===== config.mk =====
export PLATFORM = sky130hd
export DESIGN_NAME = countdown_display_top
export DESIGN_NICKNAME = d
export VERILOG_FILES = /design/src/source/display_pkg.sv /design/src/source/apb_map_pkg.sv /design/src/source/countdown_regs.sv /design/src/source/countdown_unit.sv /design/src/source/dot_matrix_scan.sv /design/src/source/countdown_display_top.sv
export SDC_FILE = /design/constraint.sdc
export NUM_CORES = 1
export LEC_CHECK = 0
export BUFFER_PORTS_ARGS = -buffer_cell sky130_fd_sc_hd__buf_2
export CORE_AREA = 2 2 98 100
export DETAILED_ROUTE_END_ITERATION = 7
export DIE_AREA = 0 0 100 102
export PLACE_DENSITY = 0.75
export SETUP_SLACK_MARGIN = 0.1
export SLEW_MARGIN = 30
export SYNTH_ARGS = -nofsm -noshare
export SYNTH_HDL_FRONTEND = slang
export SYNTH_SLANG_ARGS = --single-unit

===== constraint.sdc =====
create_clock -name clk -period 5.8 [get_ports clk]
set_clock_uncertainty 0.2 [all_clocks]
set_input_delay 0.29 -clock clk [delete_from_list [all_inputs] [get_ports clk]]
set_output_delay 0.29 -clock clk [all_outputs]
set_load 0.02 [all_outputs]

===== src/source/display_pkg.sv =====
`default_nettype none

package display_pkg;

    localparam int unsigned DIGIT_W = 3;
    localparam int unsigned MATRIX_N = 8;

    localparam logic [DIGIT_W-1:0] DIGIT_MAX = 3'd5;
    localparam logic [DIGIT_W-1:0] DIGIT_BLANK = 3'd7; // empty frame

    typedef enum logic [1:0] {
        OFF    = 2'd0,
        RED    = 2'd1,
        YELLOW = 2'd2, // red and green leds together
        GREEN  = 2'd3
    } colour_t;

    // traffic order: high digits red, middle yellow, last two green
    function automatic colour_t colour_of(input logic [DIGIT_W-1:0] d);
        colour_t c;
        case (d)
            3'd5, 3'd4: c = RED;
            3'd3, 3'd2: c = YELLOW;
            3'd1, 3'd0: c = GREEN;
            default:    c = OFF;
        endcase
        return c;
    endfunction

endpackage

`default_nettype wire


===== src/source/apb_map_pkg.sv =====
`default_nettype none

package apb_map_pkg;

    localparam int unsigned ADDR_W = 4;
    localparam int unsigned DATA_W = 32;

    localparam logic [ADDR_W-1:0] CTRL_OFS   = 4'h0;
    localparam logic [ADDR_W-1:0] LOAD_OFS   = 4'h4;
    localparam logic [ADDR_W-1:0] PERIOD_OFS = 4'h8;
    localparam logic [ADDR_W-1:0] STATUS_OFS = 4'hC;

    // CTRL
    localparam int unsigned CTRL_START_BIT = 0;

    // STATUS fields
    localparam int unsigned STATUS_DIGIT_LSB = 0;
    localparam int unsigned STATUS_RUN_BIT = 3;
    localparam int unsigned STATUS_DONE_BIT = 4;

endpackage

`default_nettype wire


===== src/source/countdown_regs.sv =====
`timescale 1ns/1ps
`default_nettype none

module countdown_regs
    import apb_map_pkg::*, display_pkg::*;
#(
    parameter int unsigned PERIOD_W = 16
) (
    input  wire logic                clk,
    input  wire logic                rst,
    input  wire logic                psel,
    input  wire logic                penable,
    input  wire logic                pwrite,
    input  wire logic [ADDR_W-1:0]   paddr,
    input  wire logic [DATA_W-1:0]   pwdata,
    output logic      [DATA_W-1:0]   prdata,
    output logic                     pready,
    output logic                     pslverr,
    output logic      [DIGIT_W-1:0]  load_digit,
    output logic      [PERIOD_W-1:0] period,
    output logic                     start,
    input  wire logic [DIGIT_W-1:0]  digit,
    input  wire logic                running,
    input  wire logic                done
);

    logic                access;
    logic                hit_ctrl, hit_load, hit_period, hit_status;
    logic                mapped;
    logic                load_bad;
    logic                wr_ok;
    logic [DIGIT_W-1:0]  load_q;
    logic [PERIOD_W-1:0] period_q;

    assign access = psel && penable;

    assign hit_ctrl = (paddr == CTRL_OFS);
    assign hit_load = (paddr == LOAD_OFS);
    assign hit_period = (paddr == PERIOD_OFS);
    assign hit_status = (paddr == STATUS_OFS);
    assign mapped = hit_ctrl || hit_load || hit_period || hit_status;

    assign load_bad = pwrite && hit_load && (pwdata > DIGIT_MAX);
    assign pslverr = access && (!mapped || load_bad);
    assign pready = 1'b1; // no wait states

    assign wr_ok = access && pwrite && !pslverr;

    always_ff @(posedge clk or posedge rst)
    begin
        if (rst)
        begin
            load_q <= '0;
            period_q <= '0;
        end
        else if (wr_ok)
        begin
            if (hit_load)
                load_q <= pwdata[DIGIT_W-1:0];
            if (hit_period)
                period_q <= pwdata[PERIOD_W-1:0];
        end
    end

    assign start = wr_ok && hit_ctrl && pwdata[CTRL_START_BIT];

    // read mux, only driven in the access cycle
    always_comb
    begin
        prdata = '0;
        if (access && !pwrite)
        begin
            if (hit_load)
                prdata[DIGIT_W-1:0] = load_q;
            if (hit_period)
                prdata[PERIOD_W-1:0] = period_q;
            if (hit_status)
            begin
                prdata[STATUS_DIGIT_LSB +: DIGIT_W] = digit;
                prdata[STATUS_RUN_BIT] = running;
                prdata[STATUS_DONE_BIT] = done;
            end
        end
    end

    assign load_digit = load_q;
    assign period = period_q;

endmodule

`default_nettype wire


===== src/source/countdown_unit.sv =====
`timescale 1ns/1ps
`default_nettype none

module countdown_unit
    import display_pkg::*;
#(
    parameter int unsigned PERIOD_W = 16
) (
    input  wire logic                clk,
    input  wire logic                rst,
    input  wire logic [DIGIT_W-1:0]  load_digit,
    input  wire logic [PERIOD_W-1:0] period,
    input  wire logic                start,
    output logic      [DIGIT_W-1:0]  digit,
    output logic                     running,
    output logic                     done,
    output logic      [DIGIT_W-1:0]  show_digit
);

    logic [PERIOD_W-1:0] pre_cnt;
    logic [PERIOD_W-1:0] last_cnt;
    logic                tick;

    // period of 0 behaves like 1
    assign last_cnt = (period == '0) ? '0 : period - 1'b1;
    assign tick = running && (pre_cnt == last_cnt);

    always_ff @(posedge clk or posedge rst)
    begin
        if (rst)
        begin
            pre_cnt <= '0;
            digit <= DIGIT_BLANK;
            running <= 1'b0;
            done <= 1'b0;
        end
        else if (start)
        begin
            pre_cnt <= '0;
            digit <= load_digit;
            running <= (load_digit != '0);
            done <= (load_digit == '0); // zero load finishes at once
        end
        else if (tick)
        begin
            pre_cnt <= '0;
            digit <= digit - 1'b1;
            if (digit == 3'd1)
            begin
                running <= 1'b0;
                done <= 1'b1;
            end
        end
        else if (running)
            pre_cnt <= pre_cnt + 1'b1;
    end

    assign show_digit = digit; // blank until the first start

endmodule

`default_nettype wire


===== src/source/dot_matrix_scan.sv =====
`timescale 1ns/1ps
`default_nettype none

module dot_matrix_scan
    import display_pkg::*;
(
    input  wire logic                clk,
    input  wire logic                rst,
    input  wire logic [DIGIT_W-1:0]  show_digit,
    output logic      [MATRIX_N-1:0] row,
    output logic      [MATRIX_N-1:0] colr,
    output logic      [MATRIX_N-1:0] colg
);

    localparam int unsigned ROW_W = $clog2(MATRIX_N);

    // one glyph per digit, row 0 on top
    localparam logic [MATRIX_N-1:0] GLYPH [0:DIGIT_MAX][0:MATRIX_N-1] = '{
        '{8'b0000_0000, 8'b0011_1100, 8'b0100_0010, 8'b0100_0010,
          8'b0100_0010, 8'b0100_0010, 8'b0100_0010, 8'b0011_1100},
        '{8'b0001_1000, 8'b0011_1000, 8'b0001_1000, 8'b0001_1000,
          8'b0001_1000, 8'b0001_1000, 8'b0001_1000, 8'b0111_1110},
        '{8'b0000_0000, 8'b0011_1100, 8'b0110_0110, 8'b0000_0110,
          8'b0000_1100, 8'b0011_0000, 8'b0110_0000, 8'b0111_1110},
        '{8'b0011_1100, 8'b0110_0110, 8'b0000_0110, 8'b0001_1100,
          8'b0000_0110, 8'b0110_0110, 8'b0011_1100, 8'b0000_0000},
        '{8'b0000_1100, 8'b0001_1100, 8'b0010_1100, 8'b0100_1100,
          8'b0111_1110, 8'b0000_1100, 8'b0000_1100, 8'b0000_0000},
        '{8'b0111_1110, 8'b0110_0000, 8'b0111_1100, 8'b0000_0110,
          8'b0000_0110, 8'b0110_0110, 8'b0011_1100, 8'b0000_0000}
    };

    logic [DIGIT_W-1:0]  digit_q;
    logic [ROW_W-1:0]    row_idx;
    logic [MATRIX_N-1:0] glyph_row;
    colour_t             colour;
    logic                red_on;
    logic                green_on;

    always_ff @(posedge clk or posedge rst)
    begin
        if (rst)
            digit_q <= DIGIT_BLANK;
        else
            digit_q <= show_digit;
    end

    // no divider, next row every clk
    always_ff @(posedge clk or posedge rst)
    begin
        if (rst)
            row_idx <= '0;
        else if (row_idx == ROW_W'(MATRIX_N - 1))
            row_idx <= '0;
        else
            row_idx <= row_idx + 1'b1;
    end

    always_comb
    begin
        if (digit_q <= DIGIT_MAX)
            glyph_row = GLYPH[digit_q][row_idx];
        else
            glyph_row = '0; // blank code and unused codes
    end

    assign colour = colour_of(digit_q);
    assign red_on = (colour == RED) || (colour == YELLOW);
    assign green_on = (colour == GREEN) || (colour == YELLOW);

    // row select and columns leave together
    always_ff @(posedge clk or posedge rst)
    begin
        if (rst)
        begin
            row <= '1;
            colr <= '0;
            colg <= '0;
        end
        else
        begin
            row <= ~(MATRIX_N'(1) << row_idx); // active low
            colr <= red_on ? glyph_row : '0;
            colg <= green_on ? glyph_row : '0;
        end
    end

endmodule

`default_nettype wire


===== src/source/countdown_display_top.sv =====
`timescale 1ns/1ps
`default_nettype none

module countdown_display_top
    import apb_map_pkg::*, display_pkg::*;
#(
    parameter int unsigned PERIOD_W = 16
) (
    input  wire logic                clk,
    input  wire logic                rst,
    input  wire logic                psel,
    input  wire logic                penable,
    input  wire logic                pwrite,
    input  wire logic [ADDR_W-1:0]   paddr,
    input  wire logic [DATA_W-1:0]   pwdata,
    output logic      [DATA_W-1:0]   prdata,
    output logic                     pready,
    output logic                     pslverr,
    output logic      [MATRIX_N-1:0] row,
    output logic      [MATRIX_N-1:0] colr,
    output logic      [MATRIX_N-1:0] colg,
    output logic                     expired
);

    logic [DIGIT_W-1:0]  load_digit;
    logic [PERIOD_W-1:0] period;
    logic                start;
    logic [DIGIT_W-1:0]  digit;
    logic                running;
    logic [DIGIT_W-1:0]  show_digit;

    countdown_regs #(
        .PERIOD_W   (PERIOD_W)
    ) u_regs (
        .clk        (clk),
        .rst        (rst),
        .psel       (psel),
        .penable    (penable),
        .pwrite     (pwrite),
        .paddr      (paddr),
        .pwdata     (pwdata),
        .prdata     (prdata),
        .pready     (pready),
        .pslverr    (pslverr),
        .load_digit (load_digit),
        .period     (period),
        .start      (start),
        .digit      (digit),
        .running    (running),
        .done       (expired)
    );

    countdown_unit #(
        .PERIOD_W   (PERIOD_W)
    ) u_unit (
        .clk        (clk),
        .rst        (rst),
        .load_digit (load_digit),
        .period     (period),
        .start      (start),
        .digit      (digit),
        .running    (running),
        .done       (expired), // done doubles as the expiry level
        .show_digit (show_digit)
    );

    dot_matrix_scan u_scan (
        .clk        (clk),
        .rst        (rst),
        .show_digit (show_digit),
        .row        (row),
        .colr       (colr),
        .colg       (colg)
    );

endmodule

`default_nettype wire


Word-level counts from Yosys, hierarchy flattened
Memories as Yosys holds them, arrays and structs flattened.
Cells that the tools add are included.

word-level totals
  flip-flop bits (word level) = 70
  ROM bits = 512
  input port bits = 41
  output and inout bits = 59
  memories kept = 1

operators by class
  $add $sub $neg = 4
  $lt $le $gt $ge = 4
  equal/unequal tests = 14
  shift-type cells = 1
  mux-type cells = 26
  bitwise gates (word level) = 3
  reduce and logical (&&, ||, !) cells = 33

memory list
  name              depth  width  read ports  clocked after memory_dff  write ports  line                   RTL
  (name not given)  8      64     1           0                         0            dot_matrix_scan.sv:62  glyph_row = GLYPH[digit_q][row_idx];

operators by type and width
  operator                                                   number
  2-to-1 mux 64 bit                                          2
  2-to-1 mux 16 bit                                          6
  2-to-1 mux 8 bit                                           5
  > comparator 32 x 3 -> 1 bit (second input constant)       1
  binary-select mux 8 bit (select 3 bit)                     1
  adder 16 x 1 -> 16 bit (second input constant)             1
  == test 16 bit                                             1
  zero test 16 bit                                           1
  subtractor 16 x 1 -> 16 bit (second input constant)        1
  2-to-1 mux 3 bit                                           4
  logical AND 1 bit                                          10
  == test 3 bit (second input constant)                      3
  == test 4 bit (second input constant)                      2
  greater-or-equal comparator 4 bit (second input constant)  2
  inverter 3 -> 4 bit                                        2
  inverter 8 bit                                             1
  << shifter 1 x 3 -> 8 bit (first input constant)           1
  == test 3 x 1 -> 1 bit (second input constant)             2
  == test 3 x 2 -> 1 bit (second input constant)             2
  zero test 3 bit                                            2
  logical OR 1 bit                                           6
  2-to-1 mux 1 bit                                           6
  one-hot mux 2 bit (3 select lines)                         1
  AND reduction 2 bit                                        3
  other kinds (12)                                           19

Logic depth before layout (Yosys ltp)
Gate-level depths: netlist of run 1.

  depth in word-level cells = 13
  mapped depth = 14
  depth with buffers taken out = 10

Modules after synthesis
Synthesis of run 1 repeated with hierarchy kept, for this count alone.

unflattened totals
  cell total of the unflattened synthesis = 496
  area total of the unflattened synthesis = 4,580.6 sq um

by module, submodules not included
  module           instances  cells an instance  area an instance (sq um)  sequential area each (sq um)
  countdown_unit   1          218                1,750.4                   529.3
  dot_matrix_scan  1          165                1,626.6                   664.4
  countdown_regs   1          113                1,203.7                   475.5

Least setup slack after synthesis of run 1
OpenSTA, ideal clock, no wires.

  path kind = register to register
  start = reg u_regs.period_q[0] (netlist: u_regs.period[0])
  end = reg u_unit.digit[2]
  arrival time = 3,190 ps
  required time = 5,523 ps
  slack = 2,333 ps
  stages on the path, launching flop included = 14
  period minus slack after synthesis = 3,467 ps
  cells stage by stage = dfrtp_1 -> buf_6 -> inv_1 -> ha_1 -> buf_2 -> or3b_1 -> clkbuf_1 -> or3_1 -> xor2_1 -> a221o_1 -> nor4b_4 -> nand3_2 -> or4_1 -> a31oi_1

between the ends
  longest elaborated chain between the ends = 5

ends and longest elaborated chain
  element                                                          line                  RTL
  start: declaration                                               countdown_regs.sv:33  logic [PERIOD_W-1:0] period_q;
  start signal: assignment                                         countdown_regs.sv:61  period_q <= pwdata[PERIOD_W-1:0];
  subtractor 16 x 1 -> 16 bit or zero test 16 bit (tied branches)  countdown_unit.sv:25  assign last_cnt = (period == '0) ? '0 : period - 1'b1;
  2-to-1 mux 16 bit (*)                                            countdown_unit.sv:25
  == test 16 bit (*)                                               countdown_unit.sv:26  assign tick = running && (pre_cnt == last_cnt);
  logical AND 1 bit (*)                                            countdown_unit.sv:26
  nonzero test 2 bit (no source line) (*)                          n/a
  end signal: assignment                                           countdown_unit.sv:40  digit <= load_digit;
  end signal: assignment                                           countdown_unit.sv:47  digit <= digit - 1'b1;
  end: declaration                                                 countdown_unit.sv:14  output logic [DIGIT_W-1:0] digit,

Every way passes the cells marked *; elsewhere a longest branch is shown, timed or not.
A chain may end at the register's enable or synchronous reset.

Worst setup path after layout of run 1
  start = reg u_regs.period_q[0] (netlist: u_regs.period[0])
  end = reg u_unit.pre_cnt[3]

between the ends
  longest elaborated chain between the ends = 6

ends and longest elaborated chain
  element                                                          line                  RTL
  subtractor 16 x 1 -> 16 bit or zero test 16 bit (tied branches)  countdown_unit.sv:25
  2-to-1 mux 16 bit (*)                                            countdown_unit.sv:25
  == test 16 bit (*)                                               countdown_unit.sv:26
  logical AND 1 bit (*)                                            countdown_unit.sv:26
  2-to-1 mux 16 bit                                                countdown_unit.sv:44  else if (tick)
  2-to-1 mux 16 bit                                                countdown_unit.sv:37  else if (start)
  end signal: assignment                                           countdown_unit.sv:55  pre_cnt <= pre_cnt + 1'b1;
  end: declaration                                                 countdown_unit.sv:20  logic [PERIOD_W-1:0] pre_cnt;

Marks and branches as above.

==> results of run 1 <==
## worst paths after layout
kind	cells after the start	endpoint
setup / recovery	10	u_unit.pre_cnt[3]
hold / removal	3	u_unit.pre_cnt[14]
setup reg to reg	10	u_unit.pre_cnt[3]
hold reg to reg	0	u_scan.digit_q[1]
max in group asynchronous	3	u_scan.row_idx[0]
min in group clk	2	u_regs.period[12]
## Yosys cell counts, drive strengths merged, types with 3 or more instances
cell type | instances | area share
dfrtp | 52 | 0.27
nor2 | 39 | 0.031
nand2 | 35 | 0.027
a21oi | 28 | 0.029
buf | 28 | 0.040
clkbuf | 25 | 0.019
nor3 | 23 | 0.024
o21ai | 22 | 0.023
ha | 21 | 0.054
mux2 | 21 | 0.049
and2 | 20 | 0.026
inv | 20 | 0.015
xor2 | 17 | 0.031
dfstp | 14 | 0.076
nor4 | 14 | 0.022
nand3 | 10 | 0.011
nand4 | 10 | 0.013
xnor2 | 10 | 0.018
a211oi | 9 | 0.014
nand2b | 9 | 0.012
o211ai | 9 | 0.014
nor2b | 8 | 0.010
or3 | 8 | 0.010
and3 | 7 | 0.0090
mux2i | 7 | 0.014
o221ai | 7 | 0.013
a31oi | 6 | 0.0077
nor4b | 6 | 0.014
o31ai | 6 | 0.0093
or4 | 6 | 0.0093
a211o | 4 | 0.0072
nand3b | 4 | 0.0062
and4 | 3 | 0.0054
o2111ai | 3 | 0.0054
o31a | 3 | 0.0054
or2 | 3 | 0.0039
## critical path, stage by stage, from the launching register on
cell and delay (ps):
dfrtp_1 470, inv_1 140, ha_1 170, nor4b_1 680, nand4_1 550, o32ai_1 400
nor2_1 110, a211oi_1 320, nand3_2 170, nor2_2 520, nor3_1 140
## layout make-up
type	instances	area (um2)
sequential	66	1670
timing repair buffer	89	495
tap	111	139
fill	802	3570
clock buffer	10	138
multi-input combinational	428	2910
clock inverter	6	113
inverter	21	78.8
## stage by stage
| stage | util | area (um2) | worst slack, ps | power [mW] |
|---|---|---|---|---|
| floorplan | - | 4940 | 2330 | 0.965 |
| global placement | 0.571 | 5200 | 2020 | 1.07 |
| detailed placement | 0.571 | 5200 | 1850 | 1.08 |
| CTS | 0.607 | 5530 | 1810 | 1.58 |
| global route | 0.608 | 5540 | 1360 | 1.67 |
| finish | 0.608 | 5540 | 1780 | 1.58 |
## flip-flops by register name, summed over array words and instances, names as in the netlist
signal,flops
u_scan.colg,6
u_unit.digit,3
u_regs.load_digit,3
u_scan.row_idx,3
u_scan.colr,6
u_scan.digit_q,3
u_scan.row,8
u_unit.done,1
u_unit.running,1
u_regs.period,16
u_unit.pre_cnt,16
## where the power goes
group | internal, mW | leakage (nW) | total (mW) | switching, mW
clock network | 0.299 | 0.127 | 0.494 | 0.195
registers | 0.507 | 0.790 | 0.592 | 0.0852
logic | 0.208 | 1.58 | 0.489 | 0.281
## metal layers
layer	part of all wire	global-route usage
met1	0.42	0.320
met2	0.49	0.409
met3	0.059	0.0410
met4	0.026	0.0906
met5	0	0
## kinds of logic after synthesis
logic type	count (synthesis)	synth area share
simple gates	212	0.246
compound gates	118	0.163
buf+inv	74	0.0758
flops	66	0.343
xor+xnor	28	0.0532
mux	28	0.0630
fa+ha+maj	21	0.0540
other cells	2	0.00154
## timing repair
| action | in CTS | in global routing |
|---|---|---|
| endpoints found under the setup margin | 0 | 0 |
| hold buffers | 8 | 1 |
| endpoints found under the hold margin | 8 | 1 |
| buffers inserted | 0 | 0 |
==> flow_metrics.py, run 1 <==
metrics = {
    "synth": {
        "netlist_instances": 549,
        "synth-seq-cells": 66,
        "ys_seq_area_frac": 0.343,
        "synth_edf_count": 0,
        "yosys_warnings": 0,
        "syn_area_um2": 4870,
        "synth_cell_types": 70,
        "synth_top_flop_cell": "dfrtp_1",
        "syn_avg_cell_area_um2": 8.87,
        "synthArstFlopShare": 1.00,
    },
    "clock_network": {
        "clkSlewWorstSetupHoldPaths_ps": 80,
        "cts-root-buf": "clkbuf_8",
        "clock_latency_ps": 350,
        "htree_num_levels": 3,
        "cts.path.max_buffers": 2,
        "cts_tree": "built",
        "cts.sinks": 66,
        "cts_buffers": 9,
        "cts_resized": 0,
    },
    "sta": {
        "setup_tns_ps": 0,
        "holdWs_ps": -6.81,
        "hold_viol": 26,
        "min_period_ps": 4020,
        "period_share": 0.693,
        "fmax_ghz": 0.249,
        "final-setup-viol-count": 0,
        "tightestPinTransition_ps": 830,
        "relSlewSlack": 0.439,
        "finalMaxSlewViolations": 0,
        "rsz0062_at_grt": "false",
    },
    "placement": {
        "place_congestion": 1.01,
        "dp_hpwl_mm": 8.92,
        "port-buffer-count": 78,
        "dp.cells": 706,
    },
    "status": {
        "failed_checks": "hold timing",
        "status": "finished, violations left",
    },
    "floorplanning": {
        "die_w_um": 100,
        "num_rows": 35,
        "core-area_um2": 9110,
        "initial_core_util": 0.534,
        "fp.dieH_um": 102,
        "boundaryPins": 100,
        "die_area_um2": 10200,
    },
    "route": {
        "drc": 0,
        "antenna_left": 0,
        "wl_mm": 12.1,
        "wl_per_cell_um": 16.5,
        "viasPerCell": 5.99,
        "drtPass1Iterations": 4,
        "num_vias": 4377,
        "drt-initial-drc-count": 258,
    },
    "worst_hold_path": {
        "hold_path.class": "input port to asynchronous set/reset pin",
    },
    "critical_path": {
        "crit_path_start": "u_regs.period[0]",
        "critical_path_class": "register to register",
        "endpoint_kind": "register",
        "r2r_start": "u_regs.period[0]",
        "critPathArrivalTime_ps": 4020,
        "crit_fanout": 16,
        "cp-start-kind": "register",
        "cp.required_ps": 5800,
        "r2r_setup_slack_ps": 1780,
    },
    "finish": {
        "finalNetCount": 677,
        "syn_to_final_growth_pct": 13.8,
        "diodes": 0,
        "drive_above_1_share": 0.239,
        "layoutNonFillerInstCount": 731,
        "final_common_cell": "buf_2",
        "layout_common_cells": "78 x buf_2, 51 x dfrtp_1, 38 x nor2_1, 35 x nand2_1, 28 x a21oi_1",
    },
    "grt": {
        "grt_pass1_wl_mm": 19.9,
        "grt-ovfl-total": 0,
        "grt_max_degree": 67,
        "grt_pass1_vias": 4049,
        "grt_use_total": 0.244,
        "antenna_found_initial": 0,
    },
    "pwr": {
        "p_per_area_nw_per_um2": 284,
        "cellLeakagePower_nw": 2.50,
        "ir_drop_v": 0.000135,
    },
    "job": {
        "cap_violations": 0,
    },
}
No activity file was read; power rests on OpenSTA's default activity.
==> run 2, diff against run 1 <==
- ABC_AREA: unset -> 1
- CORE_AREA: 2 2 98 100 -> 2 2 96 98
- DIE_AREA: 0 0 100 102 -> 0 0 98 100
- PLACE_DENSITY: 0.75 -> 0.76
- clock period: 5.8 -> 4.2 ns (I/O delays scaled with it)
==> run 2 against run 1 <==
Effect of this change: the run now ends clean; first-iteration DRC count fell by 2.3%; worst setup slack got worse by 320 ps; area after synthesis is 2.7% lower; die area decreased by 3.9%; sequential power rose by 33%; clock power is 19% higher; cell area decreased by 1.1%; utilization increased by 0.81 points; worst hold slack better by 7.9 ps; non-clock buffer count increased by 6; sequential cell count unchanged; register-to-register slack worse by 270 ps; critical path type is now input port to register; largest cell class unchanged; highest routed layer unchanged.
==> flow_metrics.py, run 2 <==
metrics = {
    "synth": {
        "yosys_warnings": 0,
        "synth-seq-cells": 66,
        "synth_top_flop_cell": "dfrtp_1",
        "synth_most_common_cell": "nand2_1",
        "synth_area_leaders": "dfrtp_1 27%, nand2_1 11%, dfstp_2 7.8%, nor2_1 7.1%, inv_1 6.4%",
        "ys_seq_area_frac": 0.352,
        "netlist_instances": 651,
        "synth_edf_count": 0,
        "synth_area_leader_cell": "dfrtp_1",
        "syn_area_um2": 4740,
        "syn_avg_cell_area_um2": 7.28,
        "synth.top_cells.by_count": "143 x nand2_1, 90 x nor2_1, 81 x inv_1",
        "synth_cell_types": 38,
        "synth.top_cell.area_share": 0.275,
        "synthArstFlopShare": 1.00,
    },
    "floorplanning": {
        "boundaryPins": 100,
        "initial_core_util": 0.533,
        "num_rows": 35,
        "die_w_um": 98,
        "die_area_um2": 9800,
        "core-area_um2": 8890,
        "fp.dieH_um": 100,
    },
    "finish": {
        "diodes": 0,
        "utilization": 0.616,
        "drive_above_1_share": 0.205,
        "final_area_um2": 5480,
        "finalNetCount": 801,
        "final_common_cell": "nand2_1",
        "layoutNonFillerInstCount": 854,
        "layout_common_cells": "143 x nand2_1, 90 x nor2_1, 80 x inv_1, 78 x buf_2, 52 x dfrtp_1",
        "syn_to_final_growth_pct": 15.7,
    },
    "clock_network": {
        "htree_num_levels": 3,
        "cts_buffers": 9,
        "cts.sinks": 66,
        "clock_latency_ps": 350,
        "cts-root-buf": "clkbuf_8",
        "cts.path.max_buffers": 2,
        "cts_tree": "built",
        "clkSlewWorstSetupHoldPaths_ps": 70,
    },
    "sta": {
        "setup_tns_ps": 0,
        "period_share": 0.651,
        "fmax_ghz": 0.365,
        "setup_ws_ps": 1460,
        "finalMaxSlewViolations": 0,
        "rsz0062_at_grt": "false",
        "min_period_ps": 2740,
        "final-setup-viol-count": 0,
        "tightestPinTransition_ps": 833,
        "relSlewSlack": 0.444,
        "hold_viol": 0,
    },
    "placement": {
        "dp_hpwl_mm": 8.05,
        "placed_area_um2": 5090,
        "dp.cells": 823,
        "pre_cts_slack_ps": 1410,
        "place_congestion": 0.904,
        "port-buffer-count": 78,
    },
    "critical_path": {
        "crit_fanout": 19,
        "endpoint": "u_unit.digit[1]",
        "endpoint_kind": "register",
        "critPathArrivalTime_ps": 2820,
        "reg2reg_depth": 17,
        "cp-start-kind": "input port",
        "critical_path_class": "input port to register",
        "crit_path_start": "pwdata[12]",
        "r2r_end": "u_unit.digit[1]",
        "r2r_start": "u_regs.period[0]",
        "r2r_setup_slack_ps": 1510,
        "cp.required_ps": 4280,
    },
    "worst_hold_path": {
        "hold_path.class": "input port to register",
    },
    "route": {
        "drtPass1Iterations": 5,
        "drt-initial-drc-count": 252,
        "viasPerCell": 5.12,
        "num_vias": 4369,
        "wl_mm": 10.8,
        "antenna_left": 0,
        "wl_per_cell_um": 12.6,
        "drc": 0,
    },
    "pwr": {
        "cellLeakagePower_nw": 2.77,
        "p_per_area_nw_per_um2": 375,
        "ir_drop_v": 0.000196,
    },
    "grt": {
        "grt_pass1_wl_mm": 18.5,
        "grt_pass1_vias": 4021,
        "grt-ovfl-total": 0,
        "antenna_found_initial": 0,
        "grt_use_total": 0.230,
        "grt_max_degree": 67,
    },
    "job": {
        "cap_violations": 0,
    },
    "status": {
        "status": "finished clean",
    },
}
## run 2: cell types whose count changed after synthesis, moves of 9 or more
cell      change
nor2_4       +14
nor4_1        -9
o21ai_0      +17
nor2_1       +52
nand3_1      +34
xnor2_1      -10
inv_1        +62
nand2b_1      -9
nand2_1     +108
nor2_2       +10
a21oi_1      -15
and2_1       -20
clkbuf_1     -13
mux2_2       -21
## run 2: what timing repair did
action	in CTS	in global routing
setup buffers	0	0
hold buffers	16	0
setup endpoints to repair	0	0
resized for setup	0	0
hold endpoints to repair	68	0
## run 2: routing by layer
layer	track usage	vias up	part of all wire
li1	-	2215	-
met1	0.305	1984	0.45
met2	0.377	146	0.46
met3	0.0341	24	0.057
met4	0.101	0	0.028
met5	0	-	0
## run 2: cell families (layout without fill, tap and decap cells)
family                     Yosys count  count (layout)  synth area share
AOI/OAI and AO/OA                   74              74            0.0917
xor gates and xnor gates            17              17            0.0330
adders and majority gates           21              21            0.0555
buffers and inverters              123             196             0.121
DFF                                 66              66             0.352
other                                2              21           0.00159
and+or+nand+nor                    348             348             0.345
## run 2: critical path, cell delays in order
cell	delay, ps
dlygate4sd3_1	540
buf_2	120
inv_1	70
nand4_1	120
nor2_1	160
nand2_1	90
o21ai_1	180
nand3_1	120
nor2_1	340
inv_1	230
nand2_4	370
inv_2	100
nor2_1	110
nor2_1	50
## run 2: final cells by class
type	count	area (um2)
clock buffer	9	124
clock inverter	6	92.6
fill	827	3410
inverter	86	323
multi-input combinational	481	2570
sequential	66	1670
tap	111	139
timing repair buffer	95	558
## run 2: metrics by stage
stage,hold slack [ps],power [mW]
after floorplan,167,1.32
after global placement,186,1.44
after detailed placement,186,1.46
after CTS,6.98,2.06
after global routing,18.7,2.20
final,1.07,2.06
## run 2: worst min path at each step
stage	cells after the start	from	end	slack [ps]
2_1_floorplan	0	u_unit.digit[1]	u_scan.digit_q[1]	170
4_1_cts	3	pwdata[0]	u_regs.load_digit[0]	7
5_1_grt	3	pwdata[0]	u_regs.load_digit[0]	20
3_5_place_dp	0	u_unit.digit[1]	u_scan.digit_q[1]	190
6_report	3	pwdata[0]	u_regs.load_digit[0]	1
3_3_place_gp	0	u_unit.digit[0]	u_scan.digit_q[0]	190
## run 2: power breakdown
part / switching (mW) / internal [mW] / total [mW]
Sequential: 0.0762 / 0.714 / 0.790
Combinational: 0.432 / 0.245 / 0.678
Clock: 0.256 / 0.332 / 0.588
Total: 0.765 / 1.29 / 2.06
